--- src/logic/eeprom_pkg.sv ---
`default_nettype none

package eeprom_pkg;

    // Memory geometry, 24C16 style
    localparam int mem_depth = 2048;
    localparam int addr_w    = 11;

    // Upper nibble of the select byte
    localparam logic [3:0] device_id = 4'b1010;

    localparam int sync_stages = 2; // Depth of bus line synchronizers

    // Transaction states
    typedef enum logic [2:0] {
        st_idle,
        st_dev_sel,
        st_word_addr,
        st_write_data,
        st_read_data,
        st_read_ack,
        st_ignore
    } proto_state_t;

endpackage

`default_nettype wire

--- src/logic/line_sampler.sv ---
`timescale 1ns/10ps
`default_nettype none

module line_sampler (
    input  wire  sda,
    input  wire  arst_n,
    input  wire  scl,
    input  wire  ser_data_in,
    output logic scl_rise,
    output logic scl_fall,
    output logic start_seen,
    output logic stop_seen,
    output logic data_bit
);

    logic [eeprom_pkg::sync_stages-1:0] scl_sync;
    logic [eeprom_pkg::sync_stages-1:0] data_sync;
    logic scl_s;
    logic data_s;
    logic scl_q;
    logic data_q;

    assign scl_s    = scl_sync[eeprom_pkg::sync_stages-1];
    assign data_s   = data_sync[eeprom_pkg::sync_stages-1];
    assign data_bit = data_q;   // Aligned with the strobes

    // Idle bus is high on both lines
    always_ff @(posedge sda or negedge arst_n)
    begin
        if (!arst_n)
        begin
            scl_sync   <= '1;
            data_sync  <= '1;
            scl_q      <= 1'b1;
            data_q     <= 1'b1;
            scl_rise   <= 1'b0;
            scl_fall   <= 1'b0;
            start_seen <= 1'b0;
            stop_seen  <= 1'b0;
        end
        else
        begin
            scl_sync  <= {scl_sync[eeprom_pkg::sync_stages-2:0], scl};
            data_sync <= {data_sync[eeprom_pkg::sync_stages-2:0], ser_data_in};
            scl_q     <= scl_s;
            data_q    <= data_s;

            scl_rise   <= scl_s & ~scl_q;
            scl_fall   <= ~scl_s & scl_q;
            // Data moving while clock stays high
            start_seen <= scl_s & scl_q & data_q & ~data_s;
            stop_seen  <= scl_s & scl_q & ~data_q & data_s;
        end
    end

endmodule

`default_nettype wire

--- config.mk ---
export PLATFORM = sky130hd
export DESIGN_NAME = line_sampler
export DESIGN_NICKNAME = d
export VERILOG_FILES = /design/src/logic/eeprom_pkg.sv /design/src/logic/line_sampler.sv
export SDC_FILE = /design/constraint.sdc
export NUM_CORES = 1
export LEC_CHECK = 0
export ABC_CLOCK_PERIOD_IN_PS = 1700
export BUFFER_PORTS_ARGS = -buffer_cell sky130_fd_sc_hd__clkbuf_2
export CAP_MARGIN = 20
export CORE_AREA = 2 2 39 41
export DETAILED_ROUTE_END_ITERATION = 8
export DIE_AREA = 0 0 41 43
export SLEW_MARGIN = 20
export SYNTH_ARGS = -nofsm -noshare
export SYNTH_HDL_FRONTEND = slang
export SYNTH_SLANG_ARGS = --single-unit
--- constraint.sdc ---
create_clock -name sda -period 1.7 [get_ports sda]
set_input_delay 0.085 -clock sda [delete_from_list [all_inputs] [get_ports sda]]
set_output_delay 0.085 -clock sda [all_outputs]
set_load 0.005 [all_outputs]
==> summary.md <==
| Metric | Value |
|---|---|
| Outcome | completed |
| Clock network power share | 34.6% |
| # port buffers | 8 |
| RD Place Congestion | 0.573 |
| Combinational power share | 4.9% |
| Crit-path leading delay family | flip-flops |
| Final min period | 0.981 ns |
| Slew Viols, Final | 0 |
| Post-route ant nets | 0 |
| Clk Tree Root Cell | clkbuf_4 |
| Main synth FF type | dfstp_2 |
| Routed WL | 437 µm |
| DR iter-0 viols | 0 |
| Core area | 0.00138 mm² |
| Worst EP arrival | 0.90 ns |
| CTS tree | done |
| Max-cap violations | 0 |
| Final worst-path cycle share | 57.7% |
| Clk_skew | 0.00339 ns |
| VDD IR-drop max | 0.307 mV |
| Most frequent cells after synthesis | 6 x dfstp_2, 4 x dfrtp_1, 2 x and4b_1, 2 x nor2b_1 |
| Crit path kind | flip-flop to output port |
| CP Capture Type | output port |
| H-Tree Depth | 1 |
| Total gr overflow | 0 |
| Initial antenna violation count | 0 |
| Chip height | 43 µm |
| Worst-path cell chain | clkbuf_2 |
| Ant diodes | 0 |
| Synth Cell Area | 290 µm² |
| All-layer global routing usage | 6.71% |
| Sw frac | 19.1% |
| Distinct cell type count of the synthesized netlist | 4 |
| Relative slew slack | 84.5% |
| Class of the worst hold path | input port to asynchronous set/reset pin |
| WHS | 0.227 ns |
| CP bufs+invs | 1 |
| Post-placement cell area | 350 µm² |
| Vias | 171 |
| Number of synthesized register bits | 10 |
| Setup_tns | 0 ns |
| RSZ-0062 raised after global routing | no |
| Die area | 0.00176 mm² |
| Clock slew at reported path FFs | 0.06 ns |
| Post-DP HPWL | 323 µm |
| Highest clock rate | 1020 MHz |
| Total CTS buffers | 3 |
| Layout cells sized above 1 | 60.7% |
| Io pins | 9 |
| Number of flops mapped to enable cells by yosys | 0 |
| Worst-path fanout max | 3 |
| Final std cell area, no fill | 403 µm² |
| First-pass GRT wire length | 724 µm |
| Avg Inst Size Synth | 20.7 µm² |
| Clk buf depth | 2 |
| Residual DRC count | 0 |
| Fin util | 29.1% |
| Warnings from Yosys | 0 |
| Area Growth Syn to Fin | 38.8% |
| Count leader, synth | dfstp_2 |
| Pwr Density | 1070 mW/mm² |
| Internal power | 348 µW |
| Worst path max stage delay | 0.54 ns |
| Syn_nets | 18 |
| Slowest stage cell, crit path | dfstp_2 |
| Pleak | 0.000194 µW |
| Vias in the first global route | 191 |
| Tightest Pin Transition | 0.233 ns |
| Endpoints failing hold | 0 |
| Cell taking the most area after synthesis | dfstp_2 |
| Post CTS Setup Buffer Count | 0 |
| Final setup fails | 0 |
| Worst setup SP type | flip-flop |
| Synth area leaders | dfstp_2 54%, dfrtp_1 34%, and4b_1 6.9% |
| Pin count of the biggest net entering global routing | 11 |
| Site row count | 14 |
| WL per Instance | 9.93 µm |
| Psw | 82.2 µW |
| Filler cells | 150 |
| Sequential share of power | 60.5% |
| Seq/Total Area, Yosys | 88.8% |
| Worst endpoint required time | 1.62 ns |
| Hold Buf Count CTS | 3 |
| Initial Utilization | 21.0% |
| Fin nets | 34 |
| First-pass DRT Iterations | 1 |
| Ys async rst share | 100% |
| Synth top area share | 54.3% |
| Clk_lat worst skew | 0.25 ns |
| Cells after synthesis | 14 |
| Clock sink total | 10 |
| Die Span X | 41 µm |
| Post_cts resized | 0 |
| Vias per cell | 3.89 |
registers in the layout, summed over array words and instances, names as in the netlist:
register,cells
data_bit,1
data_sync,2
scl_fall,1
scl_q,1
scl_rise,1
scl_sync,2
start_seen,1
stop_seen,1
cell type report:
class	count	area (µm²)	share of cell area (%)
Clock buffer	3	22.5	5.59
Timing Repair Buffer	11	70.1	17.4
Multi-Input combinational cell	4	32.5	8.07
Tap cell	16	20.0	4.97
Sequential cell	10	258	64.0
final timing paths:
kind                       slack, ns  depth (start not counted)                     to                  start
hold / removal                  0.23                          2     scl_fall$_DFF_PN0_                 arst_n
hold reg to reg                 0.36                          0  scl_sync[1]$_DFF_PN1_  scl_sync[0]$_DFF_PN1_
min in group sda                0.36                          0  scl_sync[1]$_DFF_PN1_  scl_sync[0]$_DFF_PN1_
setup / recovery                0.72                          1               data_bit     data_bit$_DFF_PN1_
setup reg to reg                0.86                          1    stop_seen$_DFF_PN0_     data_bit$_DFF_PN1_
max in group asynchronous       1.21                          2  scl_sync[0]$_DFF_PN1_                 arst_n
per-stage QoR:
step,total power (µW),setup slack (ns),cells
floorplan,266,0.887,14
global placement,278,0.891,38
detailed placement,281,0.865,38
CTS,442,0.702,44
global route,453,0.680,44
finish,430,0.719,44
cells in the final DEF, fill, tap and decap left out:
cell and instances:
dlygate4sd3_1 3, and4b_1 2, dfrtp_1 4, clkbuf_4 3, nor2b_1 2, dfstp_2 6, clkbuf_2 8
power by group through the flow:
stage               logic (µW)  registers [µW]  clock network [µW]
CTS                       21.7             261                 159
global placement          15.4             263                   0
global route              24.1             262                 168
detailed placement        16.4             265                   0
finish                    21.0             261                 149
floorplan                 2.90             264                   0
cell families (layout without fill, tap and decap cells):
logic type,after synthesis,after routing,share of synthesized area [%]
buffers and inverters,0,14,0
flip-flops,10,10,88.8
AND/OR/NAND/NOR,4,4,11.2
per-layer routing:
| layer | part of all wire, % | track usage (%) | vias up |
|---|---|---|---|
| li1 | - | - | 77 |
| met1 | 37 | 7.05 | 85 |
| met2 | 52 | 9.38 | 9 |
| met3 | 11 | 3.14 | 0 |
| met4 | 0 | 6.00 | 0 |
| met5 | 0 | 0 | - |
No activity file was read; power rests on OpenSTA's default activity.
