File: src/logic/byte_shifter.sv
`timescale 1ns/10ps
`default_nettype none

module byte_shifter (
    input  wire        sda,
    input  wire        arst_n,
    input  wire        scl_rise,
    input  wire        scl_fall,
    input  wire        start_seen,
    input  wire        data_bit,
    input  wire        transmit,
    input  wire        ack_enable,
    input  wire        load_tx,
    input  wire  [7:0] tx_byte,
    output logic [7:0] rx_byte,
    output logic       byte_done,
    output logic       ack_done,
    output logic       master_ack,
    output logic       ser_data_oe
);

    logic [3:0] slot_cnt;   // Counts scl rises, 9 is the ACK slot
    logic [7:0] rx_shift;
    logic [7:0] tx_shift;
    logic       mid_byte;

    assign rx_byte  = rx_shift;
    assign mid_byte = (slot_cnt != 4'd0) && (slot_cnt < 4'd8);

    always_ff @(posedge sda or negedge arst_n)
    begin
        if (!arst_n)
        begin
            slot_cnt    <= '0;
            byte_done   <= 1'b0;
            ack_done    <= 1'b0;
            master_ack  <= 1'b0;
            ser_data_oe <= 1'b0;
        end
        else
        begin
            byte_done <= 1'b0;
            ack_done  <= 1'b0;

            if (start_seen)
            begin
                slot_cnt    <= '0;
                ser_data_oe <= 1'b0;
            end
            else if (load_tx)
                ser_data_oe <= ~tx_byte[7];   // First bit of a read byte
            else if (scl_rise)
            begin
                if (slot_cnt == 4'd8)
                    master_ack <= ~data_bit;
                if (slot_cnt < 4'd9)
                    slot_cnt <= slot_cnt + 4'd1;
            end
            else if (scl_fall)
            begin
                if (slot_cnt == 4'd8)
                begin
                    // Eighth bit complete, ACK slot follows
                    byte_done   <= 1'b1;
                    ser_data_oe <= ~transmit & ack_enable;
                end
                else if (slot_cnt == 4'd9)
                begin
                    ack_done    <= 1'b1;
                    slot_cnt    <= '0;
                    ser_data_oe <= 1'b0;
                end
                else if (mid_byte)
                    ser_data_oe <= transmit & ~tx_shift[6];
            end
        end
    end

    always_ff @(posedge sda)
    begin
        if (load_tx)
            tx_shift <= tx_byte;
        else if (scl_fall && transmit && mid_byte)
            tx_shift <= {tx_shift[6:0], 1'b0};

        if (scl_rise && slot_cnt < 4'd8)
            rx_shift <= {rx_shift[6:0], data_bit};   // MSB first
    end

endmodule

`default_nettype wire

File: config.mk
export PLATFORM = sky130hd
export DESIGN_NAME = byte_shifter
export DESIGN_NICKNAME = d
export VERILOG_FILES = /design/src/logic/byte_shifter.sv
export SDC_FILE = /design/constraint.sdc
export NUM_CORES = 1
export LEC_CHECK = 0
export BUFFER_PORTS_ARGS = -buffer_cell sky130_fd_sc_hd__buf_2
export CORE_MARGIN = 4
export CORE_UTILIZATION = 45
export DETAILED_ROUTE_END_ITERATION = 12
export GPL_TIMING_DRIVEN = 0
export PLACE_DENSITY = 0.7
export SLEW_MARGIN = 25
export SYNTH_ARGS = -nofsm -noshare
export SYNTH_HDL_FRONTEND = slang
export SYNTH_SLANG_ARGS = --single-unit
File: constraint.sdc
create_clock -name sda -period 4.1 [get_ports sda]
set_input_delay 0.41 -clock sda [delete_from_list [all_inputs] [get_ports sda]]
set_output_delay 0.41 -clock sda [all_outputs]
set_load 0.03 [all_outputs]
==> results.md, run 1 <==
- The flow ran to the end, and the final reports show no timing, DRC or antenna violations.
- Summing the sequential cell areas from Yosys gives 59.8% of the chip area.
- The cell count after placement is ~140.
- After detailed routing, no signal wire sits above met3.
- The x dimension of the die is 57.2 um.
- The via count of the first global-routing pass is roughly 760.
- At the end of routability-driven placement, the weighted congestion stood at 0.758.
- The timing-limited maximum frequency is 0.524 GHz.
- 29 I/O pins were placed.
- The flop and latch count out of synthesis is 23.
- In the final routing, the length of wire on met1 measures between 800 and 900 um.
- STA classifies the critical path endpoint as a flop.
- For the pin with the worst max-slew slack, the measured transition is 0.645 ns.
- The required time at the endpoint of the critical path is 4.05 ns.
- The largest individual stage delay along the critical path comes from the cell o21ai_1.
- Measured in cells, the most critical reg-to-reg path has a length of 5.
- The finished layout holds 144 standard cells, fillers aside.
- The detail route stage leaves a number of antenna-violating nets equal to 0.
- The worst pin sits at a relative slew slack of 56.7%.
- The area growth from synthesis to layout is 19.5%.
- Summing over every cut layer, the via total after detailed routing is 768.
- CTS saw 23 sinks.
- Wire segments on met2 add up to slightly above 1000 um in the final route.
- The mapped cell area is approximately 1100 um2.
- The stage delay of the slowest cell on the critical path is 0.52 ns.
- Wire segments on met3 add up to 108 um in the final route.
- The count of final hold-check violations is 0.
- The max-slew violation count came to 0.
- The remaining global-route overflow is 0.
- The clock insertion delay at the later pin of the skew report is around 0.30 ns.
- Leaving out fill and tap cells, the most frequent cell in the layout is buf_2.
- The tightest hold path in the finished design has a slack of 0.293 ns.
- Counting instances, the worst hold path has a depth of 1.
- In the synthesized netlist the async set-or-reset flop fraction comes to 34.8%.
- On the final layout, the worst clock skew is 0.00568 ns.
- The clock passes through at most 2 buffers.
- The final period utilization is 46.6%.
- The max capacitance violation total is 0.
- The smallest clock period supported by the final layout is computed as 1.91 ns.
- The critical path runs through a total of 5 cells.
- The quantity of I/O buffers inserted on ports is 28.
- The number of different library cells in the post-synthesis netlist is 31.
- When the netlist entered floorplanning its net count stood at 103.
- After synthesis, the largest area contributor takes up 41.4% of total cell area.
- Setup repair after global routing left no endpoint under its margin.
- The effective utilization at floorplan is 48.3%.
- In the layout the commonest cells are buf_2 (28), edfxtp_1 (15), dfrtp_1 (8), inv_1 (7), mux2_2 (6).
- After detailed routing, the total wire length is 2030 um.
- Across the VDD grid, the largest voltage drop is 0.231 mV.
- The global-route wire length before repair is around 3500 um.
- The CTS root buffer is clkbuf_4.
- The total of warnings raised by yosys is 0.
- The DRC marker count from the first detailed-route iteration is 6.
- In this run the standard cell core region covers around 2300 um2.
- The floorplan step defined a die boundary enclosing ~3300 um2.
- After synthesis, the cell types taking the most area are edfxtp_1 (41%), dfrtp_1 (18%), mux2_2 (6.2%).
- The overall routing resource usage is between 10% and 20%.
- The most used flip-flop cell after synthesis is edfxtp_1.
- The number of antenna violations at the first check in global routing is 0.
- The fraction of layout cells with a size suffix above 1 is 37.1%.
- The number of buffers and inverters on the critical path is 1.
- The cell taking the most area after synthesis is edfxtp_1.
- In this run the number of H-tree levels came out at 1.
- The average wire per standard cell is 14.1 um.
- The signal on the critical path passes through inv_1 -> ha_1 -> nand2b_1 -> nand3_1 -> o21ai_1.
- The type of the most critical hold path is in2reg.
- Entering global routing, the biggest net connects 14 pins.
- For the final routed database, the setup TNS stands at 0 ns.
- 0 antenna diodes ended up in the layout.
- Summed over all cells, the static leakage comes to 0.000552 uW.
- The total power density per cell area is 331 nW/um2.
- Detailed placement ended at an HPWL of between 1500 and 2000 um.
- Clock-pin slew was measured on the worst setup and hold paths at 0.13 ns.
- The placement row count is 17.
- Once the clock tree was built, the setup fixing pass inserted 0 buffers.
- The final layout contains between 100 and 150 nets.
- The critical path start-end classification is reg2reg.
- Using the TritonRoute via totals, the vias-per-cell ratio works out to 5.33.
- The total design power is 430 uW.
- The number of enable flip-flop cells after synthesis is 15.
- For this run, the detailed router's first-pass iteration total came to 3.
- The total clock buffers created by CTS is 3.
- After technology mapping, the gate count stands at 83.
- Data on the critical path arrives at its endpoint at about 1.9 ns.
- TritonCTS built the clock tree.
- The die is roughly 57 um tall.
- The post-route DRC violation count is 0.
- Setup violations remaining at the end of the flow were counted as 0.
- The launching element type of the critical path is a flop.
- In this design, the largest share of critical-path delay is due to compound AO/OA/AOI/OAI gates.
- In this run the mean area of a mapped cell was 13.1 um2.
- Of all nets on the critical path, the largest fanout is 8.
==> power breakdown <==
group / internal [uW] / switching [uW]
clock network: 36.3 / 65.7
logic: 23.2 / 37.2
registers: 263 / 5.23
total: 322 / 108
==> worst reg2reg max path: cells and delay by family, from the launching register on <==
family,cells,cell delay (ns)
compound gates,1,0.52
fa+ha+maj,1,0.30
buf+inv,1,0.08
flops,1,0.45
simple gates,2,0.21
==> layer usage <==
metal / vias to the layer above / global-route usage (%)
li1: 378 / -
met4: 0 / 3.31
met3: 0 / 2.94
met2: 21 / 23.0
met1: 369 / 16.9
met5: - / 0
==> cells by family after synthesis <==
family / synth area share, %
and+or+nand+nor: 14.3
adders and majority gates: 3.45
AOI/OAI and AO/OA: 12.5
DFF: 59.8
buffers and inverters: 3.79
muxes: 6.21
==> through the flow <==
stage | utilization, % | area [um2] | worst slack (ns)
after floorplan | - | 1090 | 2.29
after global placement | 56.0 | 1260 | 1.97
after detailed placement | 56.0 | 1260 | 1.86
after CTS | 57.7 | 1300 | 1.84
after global routing | 57.7 | 1300 | 1.98
final | 57.7 | 1300 | 2.19
==> flip-flops by register name, indices dropped and copies added (netlist names) <==
| name | flops |
|---|---|
| ser_data_oe | 1 |
| rx_byte | 8 |
| master_ack | 1 |
| byte_done | 1 |
| slot_cnt | 4 |
| ack_done | 1 |
| tx_shift | 7 |
==> Yosys cell counts, types with 3 or more instances <==
master	count
mux2_2	6
ha_1	3
dfrtp_1	8
nor2b_1	3
nor2_1	4
nand2_1	4
inv_1	7
o211ai_1	3
o21ai_0	4
edfxtp_1	15
==> path summary, 6_finish.rpt <==
check / start / end / slack, ns
max: slot_cnt[0] / tx_shift[1] / 2.19
min: data_bit / rx_byte[0] / 0.29
max reg2reg: slot_cnt[0] / tx_shift[1] / 2.19
min reg2reg: rx_byte[0] / rx_byte[1] / 0.46
max in group asynchronous: arst_n / ser_data_oe / 3.44
min in group asynchronous: arst_n / slot_cnt[1] / 0.48
==> area by class of cell <==
type / count / area [um2]
timing repair buffer: 29 / 150
multi-input combinational: 51 / 397
clock buffer: 3 / 22.5
inverter: 7 / 26.3
sequential: 23 / 651
tap: 28 / 35.0
clock inverter: 1 / 5.00
buffer: 2 / 15.0
fill: 211 / 953
==> timing repair <==
item                      in CTS  in global routing
hold buffers                   1                  0
resized for setup              0                  0
hold endpoints to repair       8                  0
Power figures use the tool's default switching activity.
==> run 2, diff against run 1 <==
clock period = 1.85 ns   (was 4.1 ns; I/O delays follow)
==> run 2 against run 1 <==
Clock-buffer cell count stayed put. Final cell count stayed put. Largest cell class unchanged. Critical path type unchanged. Via count is 0.65% lower.
==> results.md, run 2 (synthesized netlist as in run 1, its figures left out) <==
- The flow ran to the end, and the final reports show no timing, DRC or antenna violations.
- The largest fanout on the critical path is 8.
- The placement row count is 17.
- The tool flagged a number of max-cap violations equal to 0.
- The library cells used most frequently in the layout, excluding fill and tap cells, are buf_2 (28), edfxtp_1 (15), dfrtp_1 (8), inv_1 (7), mux2_2 (6).
- The tree is rooted in a clkbuf_4.
- The number of antenna violations at the first check in global routing is 0.
- Input and output buffers added on the ports amount to 28.
- The proportion of power drawn by the clock network is 23.9%.
- The total clock buffers created by CTS is 3.
- The reg-to-reg setup timing slack is 0.14 ns.
- Dividing the final minimum period by the clock period gives between 90% and 100%.
- The arrival time of the worst setup path is roughly 1.9 ns.
- The total number of H-tree levels is 1.
- The placeable core region is 2250 um2.
- For this run the aggregate overflow at the end of global routing stands at 0.
- The worst flop-to-flop path endpoint is ser_data_oe.
- The global-route wire length before repair is 3450 um.
- The CTS tree is yes.
- The launch point of the worst reg-to-reg path is slot_cnt[0].
- The tree built by TritonCTS fans out to 23 sinks.
- In this run the deepest clock path goes through 2 buffers.
- The worst setup path is captured at a flop.
- For this block, the initial DRC count from the detailed router was 11.
- The number of detailed-route iterations in the first pass is 4.
- By startpoint and endpoint, the worst setup path is classified as reg2reg.
- The placed wire-length estimate is 1600 um.
- Setup violations remaining at the end of the flow were counted as 0.
- The number of inserted filler cells in the final layout is roughly 210.
- Setup repair after global routing left no endpoint under its margin.
- The register with the most flip-flops in the layout has 8 of them.
- The max-slew violation count was 0.
- The worst path needs 1.71 ns of the cycle, external delays included.
- Along the worst hold path, the cell count comes to 1.
- In this run the worst hold path is classified as in2reg.
- The timing-limited maximum frequency is 0.586 GHz.
- The clock-pin transition on the worst setup and hold timing paths is 0.13 ns.
- Clock latency on the worst-skew pair, taken at its later pin, is 0.31 ns.
- The final layout contains routed wiring with a total length of 2060 um.
- At the end of routability-driven placement, the weighted congestion stood at 0.758.
- The effective utilization at floorplan is between 40% and 50%.
- Once layout is complete, the utilization of the core stands at 58.2%.
- Internal power comes to 715 uW.
- 0 antenna diodes ended up in the layout.
- In this run the remaining antenna-violating nets after routing total 0.
- After detailed routing, the average wire length per cell comes to 14.3 um.
- The number of cells on the worst reg-to-reg path is 6.
- The via count of the first global-routing pass was 748.
- The critical hold path startpoint is data_bit.
- The count of final hold-check violations came to 0.
- Global routing used 13.4% of the available tracks across all layers.
- Registers are responsible for 61.9% of the overall power.
- The floorplan step defined a die boundary enclosing around 3300 um2.
- For this run, the post-layout net count is 137.
- The leakage power is 0.000554 uW.
- The area overhead of the layout relative to synthesis is 20.6%.
- The commonest non-fill, non-tap cell in the layout is buf_2.
- The worst-case headroom to the max-slew limit is 69.5%.
- The switching part of the total power is 25.5%.
- Clock skew on the completed layout was measured at 0.00594 ns.
- The post-route DRC violation count is 0.
- The peak supply drop is 0.514 mV.
- The fraction of layout cells with a size suffix above 1 is a little under two fifths.
- In this run the power density over the cells is between 700 and 800 nW/um2.
- The required time at the endpoint of the critical path is roughly 2.1 ns.
- The x dimension of the die is 57.2 um.
- The share of total power dissipated in combinational logic is between 10% and 20%.
- Adding up every negative setup slack in the final design gives 0 ns.
- In this run the vertical extent of the chip is around 57 um.
- Using the TritonRoute via totals, the vias-per-cell ratio works out to 5.30.
- Once the clock tree was built, the setup fixing pass inserted 0 buffers.
- For hold timing, the worst endpoint is rx_byte[0].
- For this design the top-level I/O count stands at 29.
- For this block, the via count after detailed routing is 763.
- The pin count of the biggest net entering global routing is 14.
- The launching element type of the critical path is a flop.
- For the pin with the worst max-slew slack, the measured transition is 0.457 ns.
- The power dissipated by switching net loads is 244 uW.
[run 2: cell count changes in the layout (fill, tap and decap cells not counted)]
cell and change:
o21ai_1 -1, o21ai_4 +1
[run 2: worst max path at each step]
stage	slack (ns)	startpoint	cells after the start	endpoint
5_1_grt	0.006	slot_cnt[1]	6	ser_data_oe
3_3_place_gp	-0.28	slot_cnt[0]	5	tx_shift[4]
2_1_floorplan	0.04	slot_cnt[0]	5	tx_shift[0]
4_1_cts	0.09	slot_cnt[0]	5	tx_shift[1]
6_report	0.14	slot_cnt[0]	6	ser_data_oe
3_5_place_dp	-0.39	slot_cnt[0]	5	tx_shift[2]
[run 2: area by class of cell]
type	instances	area [um2]	share of cell area, %
Sequential cell	23	651	49.6
Multi-Input combinational cell	51	408	31.1
Timing Repair Buffer	29	150	11.4
Tap cell	28	35.0	2.67
Inverter	7	26.3	2.00
Clock buffer	3	22.5	1.72
Buffer	2	15.0	1.14
Clock inverter	1	5.00	0.381
[run 2: power by group through the flow]
| stage | clock network [uW] | registers, uW | logic (uW) |
|---|---|---|---|
| 2_1_floorplan | 0 | 627 | 59.3 |
| 3_3_place_gp | 0 | 604 | 129 |
| 3_5_place_dp | 0 | 606 | 134 |
| 4_1_cts | 236 | 595 | 137 |
| 5_1_grt | 249 | 598 | 150 |
| 6_report | 230 | 594 | 136 |
[run 2: what timing repair did]
action                     CTS  global route
gates resized for setup      2             1
setup endpoints to repair    7             7
hold endpoints to repair     8             0
hold buffers                 1             0
[run 2: critical path, cell delays in order, from the launching register on]
cell,delay [ns]
dfrtp_1,0.46
inv_1,0.10
ha_1,0.30
o21bai_1,0.15
a2111oi_4,0.37
o211ai_1,0.13
o211ai_1,0.11
[run 2: stage by stage]
step	area [um2]	instances	total power (uW)	setup WS (ns)	hold slack [ns]
final	1310	144	959	0.143	0.0634
after global routing	1310	144	996	0.00632	0.0432
after CTS	1310	144	968	0.0863	0.0577
after detailed placement	1260	139	740	-0.390	0.0461
after global placement	1260	139	733	-0.276	0.0397
after floorplan	1090	83	686	0.0420	-0.111
[run 2: routing by layer]
| layer | vias to the layer above | global-route usage [%] | share of wire [%] |
|---|---|---|---|
| li1 | 373 | - | - |
| met1 | 365 | 17.3 | 45 |
| met2 | 25 | 22.7 | 50 |
| met3 | 0 | 2.94 | 5.7 |
| met4 | 0 | 3.31 | 0 |
| met5 | - | 0 | 0 |
