--- src/logic/eeprom_pkg.sv ---
`default_nettype none

package eeprom_pkg;

    // Memory geometry, 24C16 style
    localparam int mem_depth = 2048;
    localparam int addr_w    = 11;

    // Upper nibble of the select byte
    localparam logic [3:0] device_id = 4'b1010;

    localparam int sync_stages = 2; // Depth of bus line synchronizers

    // Transaction states
    typedef enum logic [2:0] {
        st_idle,
        st_dev_sel,
        st_word_addr,
        st_write_data,
        st_read_data,
        st_read_ack,
        st_ignore
    } proto_state_t;

endpackage

`default_nettype wire

--- src/logic/eeprom_protocol.sv ---
`timescale 1ns/10ps
`default_nettype none

module eeprom_protocol (
    input  wire                           sda,
    input  wire                           arst_n,
    input  wire                           start_seen,
    input  wire                           stop_seen,
    input  wire                           byte_done,
    input  wire                           ack_done,
    input  wire                           master_ack,
    input  wire  [7:0]                    rx_byte,
    input  wire  [7:0]                    mem_rdata,
    output logic                          transmit,
    output logic                          ack_enable,
    output logic                          load_tx,
    output logic [7:0]                    tx_byte,
    output logic                          mem_we,
    output logic [eeprom_pkg::addr_w-1:0] mem_addr,
    output logic [7:0]                    mem_wdata
);

    eeprom_pkg::proto_state_t state;

    logic [eeprom_pkg::addr_w-9:0] blk;   // Block bits from write select
    logic [eeprom_pkg::addr_w-1:0] ptr;
    logic                          fetch;
    logic                          fetch_q;
    logic                          id_match;

    assign mem_addr = ptr;
    assign id_match = (rx_byte[7:4] == eeprom_pkg::device_id);
    assign transmit = (state == eeprom_pkg::st_read_data) ||
                      (state == eeprom_pkg::st_read_ack);

    // Decides the slave ACK for the byte just shifted in
    always_comb
    begin
        case (state)
            eeprom_pkg::st_dev_sel:    ack_enable = id_match;
            eeprom_pkg::st_word_addr:  ack_enable = 1'b1;
            eeprom_pkg::st_write_data: ack_enable = 1'b1;
            default:                   ack_enable = 1'b0;
        endcase
    end

    always_ff @(posedge sda or negedge arst_n)
    begin
        if (!arst_n)
        begin
            state   <= eeprom_pkg::st_idle;
            blk     <= '0;
            ptr     <= '0;
            mem_we  <= 1'b0;
            fetch   <= 1'b0;
            fetch_q <= 1'b0;
            load_tx <= 1'b0;
        end
        else
        begin
            mem_we  <= 1'b0;
            fetch   <= 1'b0;
            fetch_q <= fetch;
            load_tx <= fetch_q;   // Read data settled by now

            // Write lands on this edge, pointer moves with it
            if (mem_we)
                ptr <= ptr + 1'b1;

            if (stop_seen)
                state <= eeprom_pkg::st_idle;
            else if (start_seen)
                state <= eeprom_pkg::st_dev_sel;
            else
            begin
                case (state)
                    eeprom_pkg::st_dev_sel:
                        if (byte_done)
                        begin
                            if (!id_match)
                                state <= eeprom_pkg::st_ignore;
                            else if (rx_byte[0])
                                state <= eeprom_pkg::st_read_data;
                            else
                            begin
                                blk   <= rx_byte[3:1];
                                state <= eeprom_pkg::st_word_addr;
                            end
                        end
                    eeprom_pkg::st_word_addr:
                        if (byte_done)
                        begin
                            ptr   <= {blk, rx_byte};
                            state <= eeprom_pkg::st_write_data;
                        end
                    eeprom_pkg::st_write_data:
                        if (byte_done)
                            mem_we <= 1'b1;
                    eeprom_pkg::st_read_data:
                        if (ack_done)
                            fetch <= 1'b1;   // Select ACK over, first byte
                        else if (byte_done)
                            state <= eeprom_pkg::st_read_ack;
                    eeprom_pkg::st_read_ack:
                        if (ack_done)
                        begin
                            if (master_ack)
                            begin
                                ptr   <= ptr + 1'b1;
                                fetch <= 1'b1;
                                state <= eeprom_pkg::st_read_data;
                            end
                            else
                                state <= eeprom_pkg::st_idle;   // Master NACK ends the read
                        end
                    default:
                        state <= state;
                endcase
            end
        end
    end

    always_ff @(posedge sda)
    begin
        if (byte_done)
            mem_wdata <= rx_byte;
        if (fetch_q)
            tx_byte <= mem_rdata;
    end

endmodule

`default_nettype wire

--- config.mk ---
export PLATFORM = sky130hd
export DESIGN_NAME = eeprom_protocol
export DESIGN_NICKNAME = d
export VERILOG_FILES = /design/src/logic/eeprom_pkg.sv /design/src/logic/eeprom_protocol.sv
export SDC_FILE = /design/constraint.sdc
export NUM_CORES = 1
export LEC_CHECK = 0
export BUFFER_PORTS_ARGS = -buffer_cell sky130_fd_sc_hd__clkbuf_2
export CAP_MARGIN = 30
export CORE_ASPECT_RATIO = 1.75
export CORE_MARGIN = 2
export CORE_UTILIZATION = 52
export CTS_CLUSTER_SIZE = 20
export DETAILED_ROUTE_END_ITERATION = 8
export PLACE_DENSITY_LB_ADDON = 0.05
export SLEW_MARGIN = 20
export SYNTH_ARGS = -nofsm -noshare
export SYNTH_HDL_FRONTEND = slang
export SYNTH_SLANG_ARGS = --single-unit
--- constraint.sdc ---
create_clock -name sda -period 2 [get_ports sda]
set_input_delay 0.3 -clock sda [delete_from_list [all_inputs] [get_ports sda]]
set_output_delay 0.3 -clock sda [all_outputs]
set_load 0.01 [all_outputs]
==> Implementation_results.wiki, run 1 <==
{| class="wikitable"
! Metric !! Value
|-
| Cell count after synthesis || 192
|-
| Number of global-route vias before repair || 1681
|-
| Nets in the synthesized netlist || 216
|-
| Root buffer cell || clkbuf_8
|-
| Final period utilization || 0.8906
|-
| Sw Share || 0.3003
|-
| Number of maximum-capacitance violations || 0
|-
| Largest net degree at the start of global routing || 33
|-
| Initial cell density of the core || 0.5428
|-
| Measured slew at the worst slew-check pin || 0.5717 ns
|-
| Timing endpoint of the critical path || mem_addr[5]$_DFF_PN0_
|-
| Antenna diodes || 0
|-
| Initial antenna violation count || 0
|-
| Worst flop-to-flop path endpoint || mem_addr[5]$_DFF_PN0_
|-
| Floorplan row count || 29
|-
| Post-CTS Setup Bufs || 0
|-
| Synthesis-to-layout area growth || 22.55%
|-
| RSZ-0062 raised after global routing || false
|-
| Total power after layout || 2.061 mW
|-
| Number of iterations in the first detailed-routing pass || 4
|-
| Max Slew Vio Count || 0
|-
| Via total after detailed routing || 1689
|-
| Met1 routing resource usage after global routing || 0.3019
|-
| Clock tree sinks || 37
|-
| Overall die width || 50.52 um
|-
| Overall overflow remaining after global route || 0
|-
| GPL Wtd Cong || 0.8659
|-
| Int Pwr || 1.442 mW
|-
| Minimum period implied by the final worst setup slack || 1.781 ns
|-
| Power density of the placed cells || 854.0 mW/mm2
|-
| Endpoints failing hold || 0
|-
| Classification of the worst setup path || reg -> reg
|-
| Sequential element share of the synthesized area || 0.5108
|-
| WL/cell || 16.70 um
|-
| Global-route track usage on met3 || 0.04930
|-
| Number of nets in the finished design || 274
|-
| Violation count after the first detailed-routing iteration || 65
|-
| Clock tree buffer depth || 2
|-
| Fraction of final layout cells sized beyond drive strength 1 || 0.3028
|-
| Met2 track utilization from global routing || 0.4486
|-
| Critical Path RT || 2.18 ns
|-
| Maximum fanout encountered on the critical timing path || 10
|-
| Post-detailed-route DRC marker count || 0
|-
| Number of synthesized flops with an enable pin || 16
|-
| Combined area of all synthesized cells || 0.001969 mm2
|-
| Slack of the worst reg-to-reg path || 0.22 ns
|-
| Ratio of routed vias to standard cells || 5.687
|-
| Routing layer with the top usage in global route || met2
|-
| Clock slew seen by the registers of the worst setup and hold paths || 0.07 ns
|-
| Synthesized area per cell || 10.26 um2
|-
| Max VDD drop || 0.7984 mV
|-
| Number of input and output port buffers inserted || 53
|-
| Final setup viols || 0
|-
| Crit path launch type || register
|-
| Clock Skews || 0.006255 ns
|-
| Highest achievable clock rate || 561.4 MHz
|-
| CP Data Arrival Time || 1.97 ns
|-
| Result of the run || complete, no violations
|-
| Accumulated negative setup slack || 0 ns
|-
| Sequential power share || 0.468
|-
| Most used cells in the layout excluding fill and tap cells || clkbuf_2, dfrtp_1, nand2_1, edfxtp_1, a21oi_1
|-
| Unique masters post-synth || 51
|-
| Clock tree from TritonCTS || yes
|-
| Gate power share || 0.223
|-
| Total of flip-flops plus latches after synthesis || 37
|-
| Boundary Pins || 54
|-
| Aggregate global-route resource usage || 0.2574
|-
| Number of fill cells || 307
|-
| Startpoint of the worst register-to-register path || state[2]$_DFFE_PN0P_
|-
| Launching instance or port of the critical path || state[2]$_DFFE_PN0P_
|-
| Leakage || 1.044 nW
|-
| # H-tree levels || 2
|-
| Logic depth of the worst register-to-register path || 4
|-
| DIE AREA || 0.004315 mm2
|-
| Post-DRT Antenna Nets || 0
|-
| Total wire length after detailed routing || 4961 um
|-
| Global-route wire length before repair || 8162 um
|-
| Number of warnings reported in the yosys synthesis log || 0
|-
| Most common library cell in the layout ignoring fill and taps || clkbuf_2
|-
| Clock Latency Late Sink || 0.29 ns
|-
| Number of clock buffers inserted by TritonCTS || 5
|-
| Height of the die || 85.41 um
|-
| Most frequently used flop master after synthesis || dfrtp_1
|-
| Core Area || 0.003628 mm2
|-
| Normalized max-slew margin || 0.6188
|-
| Class of the most critical hold timing path || in -> reg
|-
| Post-detail-place hpwl || 3801 um
|-
| FFs w/ async S/R, synth || 0.5676
|-
| Net switching power || 0.6191 mW
|-
| Kind of end point of the critical path || register
|-
| Clock share of power || 0.309
|}
[power by group through the flow]
stage	clock, mW	sequential, mW	combinational [mW]
6_report	0.636	0.965	0.459
5_1_grt	0.676	0.976	0.513
4_1_cts	0.653	0.962	0.464
3_5_place_dp	0	0.979	0.460
3_3_place_gp	0	0.972	0.447
2_1_floorplan	0	0.984	0.261
[registers in the layout, summed over array words and instances (netlist names)]
register	cells
mem_addr	11
blk	3
fetch	1
load_tx	1
mem_wdata	8
state	3
tx_byte	8
mem_we	1
fetch_q	1
[routing by layer]
| metal | vias to the layer above | part of all wire |
|---|---|---|
| li1 | 821 | - |
| met4 | 0 | 0.024 |
| met1 | 810 | 0.40 |
| met2 | 49 | 0.54 |
| met5 | - | 0 |
| met3 | 9 | 0.038 |
[cell type report]
| type | count | area [um2] | share of cell area |
|---|---|---|---|
| Clock buffer | 6 | 72.57 | 0.03007 |
| Tap cell | 46 | 57.56 | 0.02385 |
| Sequential cell | 37 | 1006 | 0.4168 |
| Timing Repair Buffer | 61 | 327.8 | 0.1358 |
| Clock inverter | 2 | 38.79 | 0.01607 |
| Multi-Input combinational cell | 138 | 884.6 | 0.3665 |
| Inverter | 7 | 26.28 | 0.01089 |
[synth_stat cells (2+ instances only)]
library cell	instances	area, um2
a21oi_1	13	65.06
nand4_1	3	18.77
o22ai_1	5	31.28
xor2_1	9	78.83
o21ai_0	10	50.05
o21ai_1	4	20.02
a22oi_1	2	15.01
edfxtp_1	16	480.5
a21oi_2	2	17.52
inv_1	7	26.28
nor4_1	3	18.77
dfrtp_1	21	525.5
clkbuf_1	3	11.26
nor2_1	11	41.29
nor3_1	8	40.04
mux2_4	3	45.04
nor2b_1	2	12.51
buf_2	6	30.03
mux2i_1	3	30.03
nand2_1	19	71.32
nand3_1	4	20.02
nand2b_1	4	25.02
xnor2_1	4	35.03
o311ai_1	2	17.52
and2_1	2	12.51
[stage by stage]
| step | hold WS, ns | setup WS [ns] | std cells | utilization | cell area (um2) |
|---|---|---|---|---|---|
| finish | 0.1797 | 0.2187 | 297 | 0.6652 | 2414 |
| global route | 0.1671 | 0.08916 | 297 | 0.6652 | 2414 |
| CTS | 0.1693 | 0.2421 | 297 | 0.6652 | 2414 |
| detailed placement | 0.3173 | 0.2201 | 288 | 0.6317 | 2292 |
| global placement | 0.3165 | 0.2559 | 288 | 0.6317 | 2292 |
| floorplan | 0.004409 | 0.3436 | 192 | - | 1969 |
[how the worst min path moves through the flow]
stage	cells past startpoint	slack [ns]	endpoint	start
global route	1	0.17	tx_byte[3]$_DFFE_PP_	mem_rdata[3]
floorplan	0	0.004	blk[0]$_DFFE_PN0P_	arst_n
detailed placement	1	0.32	load_tx$_DFF_PN0_	arst_n
global placement	1	0.32	load_tx$_DFF_PN0_	arst_n
CTS	1	0.17	tx_byte[6]$_DFFE_PP_	mem_rdata[6]
finish	2	0.18	state[0]$_DFFE_PN0P_	stop_seen
[critical path, stage by stage (launching register included)]
cell	delay, ns
dfrtp_1	0.51
nand3b_1	0.25
nor2_1	0.44
a21oi_1	0.20
o311ai_1	0.27
[cell families (layout without fill, tap and decap cells)]
kind of cell,Yosys count,after routing,synth area share
muxes,6,6,0.03812
and+or+nand+nor,67,67,0.1811
adders and majority gates,1,1,0.006352
AOI/OAI and AO/OA,51,51,0.1658
buffers and inverters,17,76,0.04003
DFF,37,37,0.5108
xor gates and xnor gates,13,13,0.05781
[repair_timing]
item / CTS / global route
resized for setup: 0 / 0
endpoints found under the hold margin: 9 / 0
hold buffers: 1 / 0
Power figures use the tool's default switching activity.
==> run 2: changes to the inputs <==
--- a/config.mk
+++ b/config.mk
@@ -5,13 +5,14 @@
 export SDC_FILE = /design/constraint.sdc
 export NUM_CORES = 1
 export LEC_CHECK = 0
-export BUFFER_PORTS_ARGS = -buffer_cell sky130_fd_sc_hd__clkbuf_2
+export ABC_AREA = 1
 export CAP_MARGIN = 30
 export CORE_ASPECT_RATIO = 1.75
 export CORE_MARGIN = 2
 export CORE_UTILIZATION = 52
 export CTS_CLUSTER_SIZE = 20
 export DETAILED_ROUTE_END_ITERATION = 8
+export DONT_BUFFER_PORTS = 1
 export PLACE_DENSITY_LB_ADDON = 0.05
 export SLEW_MARGIN = 20
 export SYNTH_ARGS = -nofsm -noshare
==> constraint.sdc (replaced) <==
create_clock -name sda -period 2 [get_ports sda]
set_input_delay 0.4 -clock sda [delete_from_list [all_inputs] [get_ports sda]]
set_output_delay 0.4 -clock sda [all_outputs]
set_load 0.01 [all_outputs]
==> Implementation_results.wiki, run 2 <==
{| class="wikitable"
! Metric !! Value
|-
| Non-filler cells in the finished layout || 337 (+13%)
|-
| Yosys top cell area share || 0.2449 (-0.02194)
|-
| FFs w/ async S/R, synth || 0.5676 (unchanged)
|-
| DIE AREA || 0.004677 mm2 (+8.4%)
|-
| Result of the run || complete, no violations
|-
| Minimum period implied by the final worst setup slack || 1.762 ns (-0.01891 ns)
|-
| Via total after detailed routing || 1860 (+10%)
|-
| Area of placed instances || 0.002213 mm2 (-3.4%)
|-
| Floorplan row count || 30 (+3.4%)
|-
| Normalized max-slew margin || 0.6524 (+0.03352)
|-
| Kind of end point of the critical path || output pin
|-
| Number of iterations in the first detailed-routing pass || 4 (unchanged)
|-
| Root buffer cell || clkbuf_8
|-
| Fraction of final layout cells sized beyond drive strength 1 || 0.1073 (-0.1955)
|-
| Total power after layout || 2.467 mW (+20%)
|-
| Number of nets in the finished design || 312 (+14%)
|-
| Worst hold slack after final layout || 0.06894 ns (-0.1108 ns)
|-
| # H-tree levels || 2 (unchanged)
|-
| Height of the die || 88.98 um (+4.2%)
|-
| Endpoints failing hold || 0 (unchanged)
|-
| Combined area of all synthesized cells || 0.002146 mm2 (+9.0%)
|-
| Clock share of power || 0.263 (-0.046)
|-
| Class of the most critical hold timing path || in -> async
|-
| Initial cell density of the core || 0.5497 (+0.006921)
|-
| Sequential element share of the synthesized area || 0.4688 (-0.04200)
|-
| Cell count after synthesis || 281 (+46%)
|-
| Antenna diodes || 0 (unchanged)
|-
| Max Slew Vio Count || 0 (unchanged)
|-
| Global-route wire length before repair || 8963 um (+9.8%)
|-
| Core Area || 0.003904 mm2 (+7.6%)
|-
| Family of cells with the greatest summed delay on the critical path || flip-flops
|-
| Number of warnings reported in the yosys synthesis log || 0 (unchanged)
|-
| Total wire length after detailed routing || 5598 um (+13%)
|-
| Max FFs per register || 11 (unchanged)
|-
| Total of flip-flops plus latches after synthesis || 37 (unchanged)
|-
| Post-detail-place hpwl || 4045 um (+6.4%)
|-
| Combined buffer and inverter count along the critical path || 1 (+1)
|-
| Number of global-route vias before repair || 1782 (+6.0%)
|-
| Most common library cell in the layout ignoring fill and taps || nand2_1
|-
| Gate power share || 0.276 (+0.053)
|-
| Number of input and output port buffers inserted || 0 (-100%)
|-
| Post-detailed-route DRC marker count || 0 (unchanged)
|-
| Crit path launch type || register
|-
| Violation count after the first detailed-routing iteration || 59 (-9.2%)
|-
| Sequential power share || 0.460 (-0.008)
|-
| Leakage || 1.136 nW (+8.8%)
|-
| Number of clock buffers inserted by TritonCTS || 5 (unchanged)
|-
| Clock tree from TritonCTS || yes
|-
| Initial antenna violation count || 0 (unchanged)
|-
| Cells taking the most area after synthesis || dfrtp_1, edfxtp_1, nand2_1, nand3_1, o21ai_0
|-
| Overall overflow remaining after global route || 0 (unchanged)
|-
| Power density of the placed cells || 1058 mW/mm2 (+24%)
|-
| Largest net degree at the start of global routing || 22 (-33%)
|-
| Synthesis-to-layout area growth || 8.630%
|-
| Aggregate global-route resource usage || 0.2680 (+0.01064)
|-
| Unique masters post-synth || 36 (-29%)
|-
| Standard cell with the maximum stage delay on the critical path || dfrtp_1
|-
| Sw Share || 0.3751 (+0.07479)
|-
| Classification of the worst setup path || reg -> out
|-
| GPL Wtd Cong || 0.8812 (+1.8%)
|-
| Ratio of routed vias to standard cells || 5.519 (-2.9%)
|-
| Final setup viols || 0 (unchanged)
|-
| RSZ-0062 raised after global routing || false
|-
| Measured slew at the worst slew-check pin || 0.5215 ns (-0.05027 ns)
|-
| Top cell types by occurrence after synthesis || nand2_1, nand3_1, inv_1
|-
| Nets in the synthesized netlist || 305 (+41%)
|-
| Count of placed standard cells including taps || 328 (+14%)
|-
| Clock Skews || 0.003879 ns (-0.002376 ns)
|-
| Clock tree sinks || 37 (unchanged)
|-
| Most frequently used flop master after synthesis || dfrtp_1
|-
| Cell type with the highest aggregate area in the netlist || dfrtp_1
|-
| Boundary Pins || 54 (unchanged)
|-
| Ordered cell list for the critical path || inv_1, nand3_1, o21ai_0
|-
| Clock Latency Late Sink || 0.30 ns (about the same)
|-
| Maximum single-stage delay on the critical path || 0.44 ns (-0.07 ns)
|-
| Finished layout cell area || 0.002331 mm2 (-3.4%)
|-
| Number of synthesized flops with an enable pin || 16 (unchanged)
|-
| WL/cell || 16.61 um (-0.55%)
|-
| Net switching power || 0.9253 mW (+49%)
|-
| Highest achievable clock rate || 567.4 MHz (+1.1%)
|-
| Post-DRT Antenna Nets || 0 (unchanged)
|-
| Final period utilization || 0.8812 (-0.009453)
|-
| Most used cells in the layout excluding fill and tap cells || nand2_1, nand3_1, inv_1
|-
| Maximum fanout encountered on the critical timing path || 4 (-6)
|-
| Clock tree buffer depth || 2 (unchanged)
|-
| Overall die width || 52.56 um (+4.0%)
|-
| CP Data Arrival Time || 1.36 ns (-0.61 ns)
|-
| Number of maximum-capacitance violations || 0 (unchanged)
|-
| Critical Path RT || 1.60 ns (-0.58 ns)
|-
| Synthesized area per cell || 7.636 um2 (-26%)
|-
| Max VDD drop || 0.6987 mV (-12%)
|-
| Int Pwr || 1.541 mW (+6.9%)
|-
| Accumulated negative setup slack || 0 ns (unchanged)
|-
| Cell with the most instances after synthesis || nand2_1
|-
| Clock slew seen by the registers of the worst setup and hold paths || 0.07 ns (about the same)
|}
-- run 2: timing repair --
item                       4_1_cts  5_1_grt
setup buffers                    0        0
gates resized for setup          0        1
hold buffers                     1        0
hold endpoints to repair        21        0
setup endpoints to repair        0        2
-- run 2: final cells by class --
cell class,instances,area [um2]
clock buffers,6,72.57
clock inverters,2,38.79
fillers,373,1573
inverters,32,125.1
multi-input cells,206,984.7
flip-flops and latches,37,1007
well taps,48,60.06
repair buffers,6,42.54
-- run 2: through the flow --
step	setup slack, ns	utilization
2_1_floorplan	0.4569	-
3_3_place_gp	0.3263	0.5670
3_5_place_dp	0.2666	0.5670
4_1_cts	0.2402	0.5981
5_1_grt	0.03556	0.5971
6_report	0.2377	0.5971
-- run 2: power by group through the flow --
stage	registers, mW	logic [mW]	clock network [mW]
3_5_place_dp	1.15	0.669	0
6_report	1.14	0.682	0.649
2_1_floorplan	1.10	0.534	0
5_1_grt	1.16	0.799	0.682
3_3_place_gp	1.15	0.659	0
4_1_cts	1.13	0.682	0.660
-- run 2: cells by family after synthesis --
kind of cell	after synthesis	synth area share
compound gates	42	0.1114
xor+xnor	2	0.008165
fa+ha+maj	1	0.005830
buf+inv	38	0.07230
flops	37	0.4688
mux	2	0.01049
simple gates	159	0.3230
-- run 2: final timing paths --
path / startpoint / to / slack, ns / depth (start not counted)
min reg2reg: fetch$_DFF_PN0_ / fetch_q$_DFF_PN0_ / 0.36 / 0
min in group sda: mem_rdata[2] / tx_byte[2]$_DFFE_PP_ / 0.19 / 0
min: arst_n / mem_addr[7]$_DFF_PN0_ / 0.07 / 1
max reg2reg: mem_addr[1]$_DFF_PN0_ / mem_addr[8]$_DFF_PN0_ / 0.26 / 12
max: state[1]$_DFFE_PN0P_ / ack_enable / 0.24 / 3
max in group asynchronous: arst_n / mem_addr[0]$_DFF_PN0_ / 1.55 / 1
-- run 2: worst register-to-register path: stages (launching register included) --
cell,delay (ns)
dfrtp_1,0.46
ha_1,0.21
inv_1,0.06
nor2_2,0.19
nand2_1,0.09
inv_1,0.10
nand2_1,0.08
nand3_1,0.13
nand3_1,0.09
nand2_1,0.08
nand2_1,0.05
nand2_1,0.05
nand2_1,0.05
-- run 2: layer usage --
metal | GRT usage | wire (um) | up-vias
met5 | 0 | 0 | -
met4 | 0.1352 | 163 | 0
met3 | 0.05518 | 272 | 10
met2 | 0.4795 | 3020 | 52
met1 | 0.2904 | 2141 | 864
li1 | - | - | 934
